==> config.mk <==
export PLATFORM = sky130hd
export DESIGN_NAME = memory_arbiter
export DESIGN_NICKNAME = d
export VERILOG_FILES = /design/src/common/cpu_mem_config.svh /design/src/common/cpu_mem_pkg.sv /design/src/memory_arbiter.sv
export SDC_FILE = /design/constraint.sdc
export NUM_CORES = 1
export LEC_CHECK = 0
export ABC_CLOCK_PERIOD_IN_PS = 1720
export BUFFER_PORTS_ARGS = -buffer_cell sky130_fd_sc_hd__buf_2
export CAP_MARGIN = 20
export CORE_MARGIN = 1.5
export CORE_UTILIZATION = 27
export CTS_CLUSTER_DIAMETER = 50
export DETAILED_ROUTE_END_ITERATION = 8
export PLACE_DENSITY = 0.8
export SYNTH_ARGS = -nofsm -noshare
export SYNTH_HDL_FRONTEND = slang
export SYNTH_SLANG_ARGS = --single-unit
==> constraint.sdc <==
create_clock -name CLK -period 1.72 [get_ports CLK]
set_input_delay 0.344 -clock CLK [delete_from_list [all_inputs] [get_ports CLK]]
set_output_delay 0.344 -clock CLK [all_outputs]
set_load 0.02 [all_outputs]
==> src/common/cpu_mem_config.svh <==
// Build-time sizes of the CPU memory subsystem.
// Include wherever a cache, memory or latency size is needed.

`ifndef CPU_MEM_CONFIG_SVH
`define CPU_MEM_CONFIG_SVH

// Instruction cache index bits, 256 lines.
`define CPU_ICACHE_DEPTH_BITS 8

// Main memory word address bits, 4K words.
`define CPU_MEM_WORD_BITS 12

// Cycles from accepted request to ready pulse.
`define CPU_MEM_LATENCY 3

// Odd tag, never equal to an even fetch address.
`define CPU_ICACHE_INVALID_TAG 16'h0001

`endif

==> src/common/cpu_mem_pkg.sv <==
// Types shared by the instruction cache, the memory arbiter and main memory.
// Import into a module header where the types are needed.

package cpu_mem_pkg;

	typedef logic [15:0] addr_t;      // CPU byte address.
	typedef logic [15:0] word_t;      // Instruction or data word.
	typedef logic [14:0] word_addr_t; // Byte address without bit 0.

	// Cache line, also the fetch result.
	typedef struct packed {
		addr_t tag;
		word_t instr;
	} icache_line_t;

	// One request to memory.
	typedef struct packed {
		logic       write;
		word_addr_t address;
		word_t      wdata;
	} mem_req_t;

	typedef enum logic [1:0] {
		state_idle,
		state_request_mem,
		state_grant_mem,
		state_settle
	} icache_state_t;

endpackage

==> src/memory_arbiter.sv <==
// Shares single-ported main memory between the CPU data port and the
// instruction cache. Data port has fixed priority; a grant is taken at an
// idle edge and released on the edge after the memory's ready pulse.
`timescale 1ns/1ps

module memory_arbiter
	import cpu_mem_pkg::*;
(
	input  logic       CLK,
	input  logic       RSTb,
	input  logic       data_valid,
	input  mem_req_t   data_req,
	output logic       data_ready,
	input  logic       icache_valid,
	input  word_addr_t icache_address,
	output logic       icache_ready,
	output logic       mem_valid,
	output mem_req_t   mem_req,
	input  logic       mem_ready
);

	logic grant_data;
	logic grant_icache;
	logic idle;

	assign idle = !grant_data && !grant_icache;

	// ----------------------------------------
	// Grant owner
	// ----------------------------------------

	always_ff @(posedge CLK) begin
		if (!RSTb) begin
			grant_data   <= 1'b0;
			grant_icache <= 1'b0;
		end else if (idle) begin
			grant_data   <= data_valid;
			grant_icache <= icache_valid && !data_valid; // Data port first.
		end else if (mem_ready) begin
			grant_data   <= 1'b0;
			grant_icache <= 1'b0;
		end
	end

	// ----------------------------------------
	// Request mux and ready steering
	// ----------------------------------------

	assign mem_valid = (grant_data && data_valid) || (grant_icache && icache_valid);

	always_comb begin
		mem_req = data_req;
		if (grant_icache) begin
			mem_req.write   = 1'b0; // Fetches only read.
			mem_req.address = icache_address;
			mem_req.wdata   = '0;
		end
	end

	assign data_ready   = grant_data && mem_ready;
	assign icache_ready = grant_icache && mem_ready;

	// A ready pulse only reaches a requester that is still asking.
	a_ready_owner: assert property (@(posedge CLK) disable iff (!RSTb)
		(data_ready |-> data_valid) and (icache_ready |-> icache_valid)
		and !(data_ready && icache_ready));

	// Owner fixed while memory works on a request.
	a_grant_stable: assert property (@(posedge CLK) disable iff (!RSTb)
		mem_valid && !mem_ready |=> $stable({grant_data, grant_icache}));

endmodule

==> summary.md <==
| Metric | Value |
|---|---|
| 1st-pass router iterations | `6` |
| Vias in the first global route | `between 500 and 600` |
| Setup Crit Path Kind | `flop to primary output` |
| Clock transition at path regs | `roughly 0.030 ns` |
| Area of the multi-input gates | `about 380 sq um` |
| DRC Markers | `8` |
| Crit start category | `flop` |
| Clock Path Buffers | `2` |
| Cell breakdown of the critical path | `buf_6, mux2_4, buf_2` |
| Post-synth cell types | `12` |
| Register Area | `between 40 and 50 sq um` |
| Die width | `between 40 and 50 um` |
| Max-cap violations | `0` |
| Full die area | `0.00199 sq mm` |
| Initial antenna violation count | `0` |
| Largest net degree at the start of global routing | `24` |
| Most common cell after layout, fill and taps aside | `buf_2` |
| Crit. End Element | `primary output` |
| Die height | `approximately 45 um` |
| Total GRT Usage | `around 15%` |
| # nets final | `around 190` |
| Design Power | `0.446 mW` |
| Post-Route WL | `roughly 1700 um` |
| Remaining antenna violation count | `0` |
| Arrival @ worst endpoint | `1.27 ns` |
| Clock Latency Late Sink | `about 0.22 ns` |
| Pins over their slew limit | `0` |
| Synth Register Bits | `2` |
| Core area | `0.00156 sq mm` |
| Hold WC Path Type | `input port to flop` |
| H-Tree Depth | `1` |
| Slew HR | `a little under nine tenths` |
| DR vias | `641` |
| Least-Margin Pin Slew | `roughly 0.21 ns` |
| Leakage | `between 0.5 and 0.6 nW` |
| Pwr dens | `around 490 mW/mm^2` |
| Vias/cell | `4.27` |
| Antenna fix cells | `0` |
| Post-synthesis cell count | `47` |
| Status | `complete, but fails checks` |
| Crit-path slowest cell | `dfxtp_1` |
| Initial DRC count | `9` |
| Starting Density | `around 30%` |
| First-pass GRT wire length | `2350 um` |
| Post-route setup TNS | `0 ns` |
| Syn_nets | `99` |
| Drt wl/cell | `~11 um` |
| Hold WS | `between 0.3 and 0.4 ns` |
| Failing checks | `DRC` |
| Core Rows | `14` |
| Max FO, Critical Path | `23` |
| Dpl hpwl | `between 1000 and 1500 um` |
| Max IR drop VDD | `approximately 220 uV` |
| Syn. warnings | `0` |
| Worst stage delay on the critical path | `roughly 0.33 ns` |
| R2r setup slk | `0.77 ns` |
| Unrepaired setup endpoints after global routing | `no` |
| Area Overhead vs Synth | `96.2%` |
| Final Hold Vio Count | `0` |
| Syn_area_per_cell | `approximately 9.9 sq um` |
| Commonest non-fill, non-tap cells in the layout | `buf_2 (86), nor2b_1 (19), mux2_4 (10), mux2_2 (5), clkbuf_4 (3)` |
| Clock sinks | `2` |
| Tcrit/Tclk final | `between 90% and 100%` |
| Core Util, Final | `about three fifths` |
| Post-synthesis sequential area ratio | `roughly 8.6%` |
| GP Congestion | `0.659` |
| Max Clk Rate | `0.619 GHz` |
| PortBufs | `86` |
| Io pins | `87` |
| Final setup fails | `0` |
| GRT Residual Overflow | `0` |
| CTS tree | `yes` |
| Hold Buf Count CTS | `0` |
| CTS Buf Count | `3` |
| Critical path data required time | `~1.4 ns` |
| Fillers | `147` |
| Worst Skew | `0.00184 ns` |
| Root buf cell | `clkbuf_4` |
| Mapped Area | `around 470 sq um` |
| Crit path time final | `1.61 ns` |
| Share of cells above drive strength 1 | `roughly four fifths` |
cell usage after synthesis (all sizes together):
cell type | count | share of area, %
nor4b | 1 | 3.2
dfxtp | 2 | 8.6
nor2b | 19 | 25
a22o | 1 | 1.9
and2 | 2 | 2.7
nor3b | 1 | 1.6
mux2 | 15 | 44
buf | 4 | 9.1
o21a | 2 | 3.2
final cells by class:
type	count	share of cell area (%)
Timing Repair Buffer	88	49.0
Multi-Input combinational cell	41	41.9
Sequential cell	2	4.37
Clock buffer	3	2.46
Tap cell	16	2.19
layer usage:
layer  routed length (um)  global-route usage, %  vias to the layer above
li1                     -                      -                      334
met1                  621                   16.5                      273
met2                  884                   28.7                       34
met3                  208                   5.71                        0
met4                    0                   1.82                        0
met5                    0                      0                        -
repair_timing:
item,in CTS,in global routing
gates resized for setup,0,1
buffers inserted,0,0
endpoints found under the setup margin,0,3
sequential cells by signal, summed over array words and instances, names as in the netlist:
register	cells
grant_icache	1
grant_data	1
per-stage QoR:
stage / instance area [sq um] / std cells / setup WS, ns
final: 916 / 150 / 0.106
after global routing: 916 / 150 / 0.0533
after CTS: 912 / 150 / 0.0458
after detailed placement: 890 / 147 / 0.286
after global placement: 890 / 147 / 0.311
after floorplan: 467 / 47 / 0.450
power breakdown:
| part | leakage, nW | switching (mW) | total [mW] | internal, mW |
|---|---|---|---|---|
| logic | 0.514 | 0.148 | 0.289 | 0.141 |
| clock network | 0.0138 | 0.0267 | 0.104 | 0.0770 |
| registers | 0.0165 | 0.00315 | 0.0532 | 0.0501 |
| total | 0.544 | 0.178 | 0.446 | 0.268 |
cells by family after synthesis:
| family | count (synthesis) | share of synthesized area [%] |
|---|---|---|
| AO/OA/AOI/OAI | 3 | 5.09 |
| buffers and inverters | 4 | 9.11 |
| AND/OR/NAND/NOR | 23 | 33.0 |
| flip-flops | 2 | 8.58 |
| multiplexers | 15 | 44.2 |
path summary, 6_finish.rpt:
| path | start | to | cells past startpoint |
|---|---|---|---|
| min reg2reg | grant_data$_SDFFE_PN0P_ | grant_data$_SDFFE_PN0P_ | 2 |
| max | grant_icache$_SDFFE_PN0P_ | mem_req[20] | 3 |
| max reg2reg | grant_icache$_SDFFE_PN0P_ | grant_icache$_SDFFE_PN0P_ | 3 |
| min | RSTb | grant_icache$_SDFFE_PN0P_ | 2 |
critical path: cells and delay by family, from the launching register on:
kind                   cells  cell delay (ns)
muxes                      1             0.32
buffers and inverters      2             0.39
DFF                        1             0.33
No activity file was read; power rests on OpenSTA's default activity.
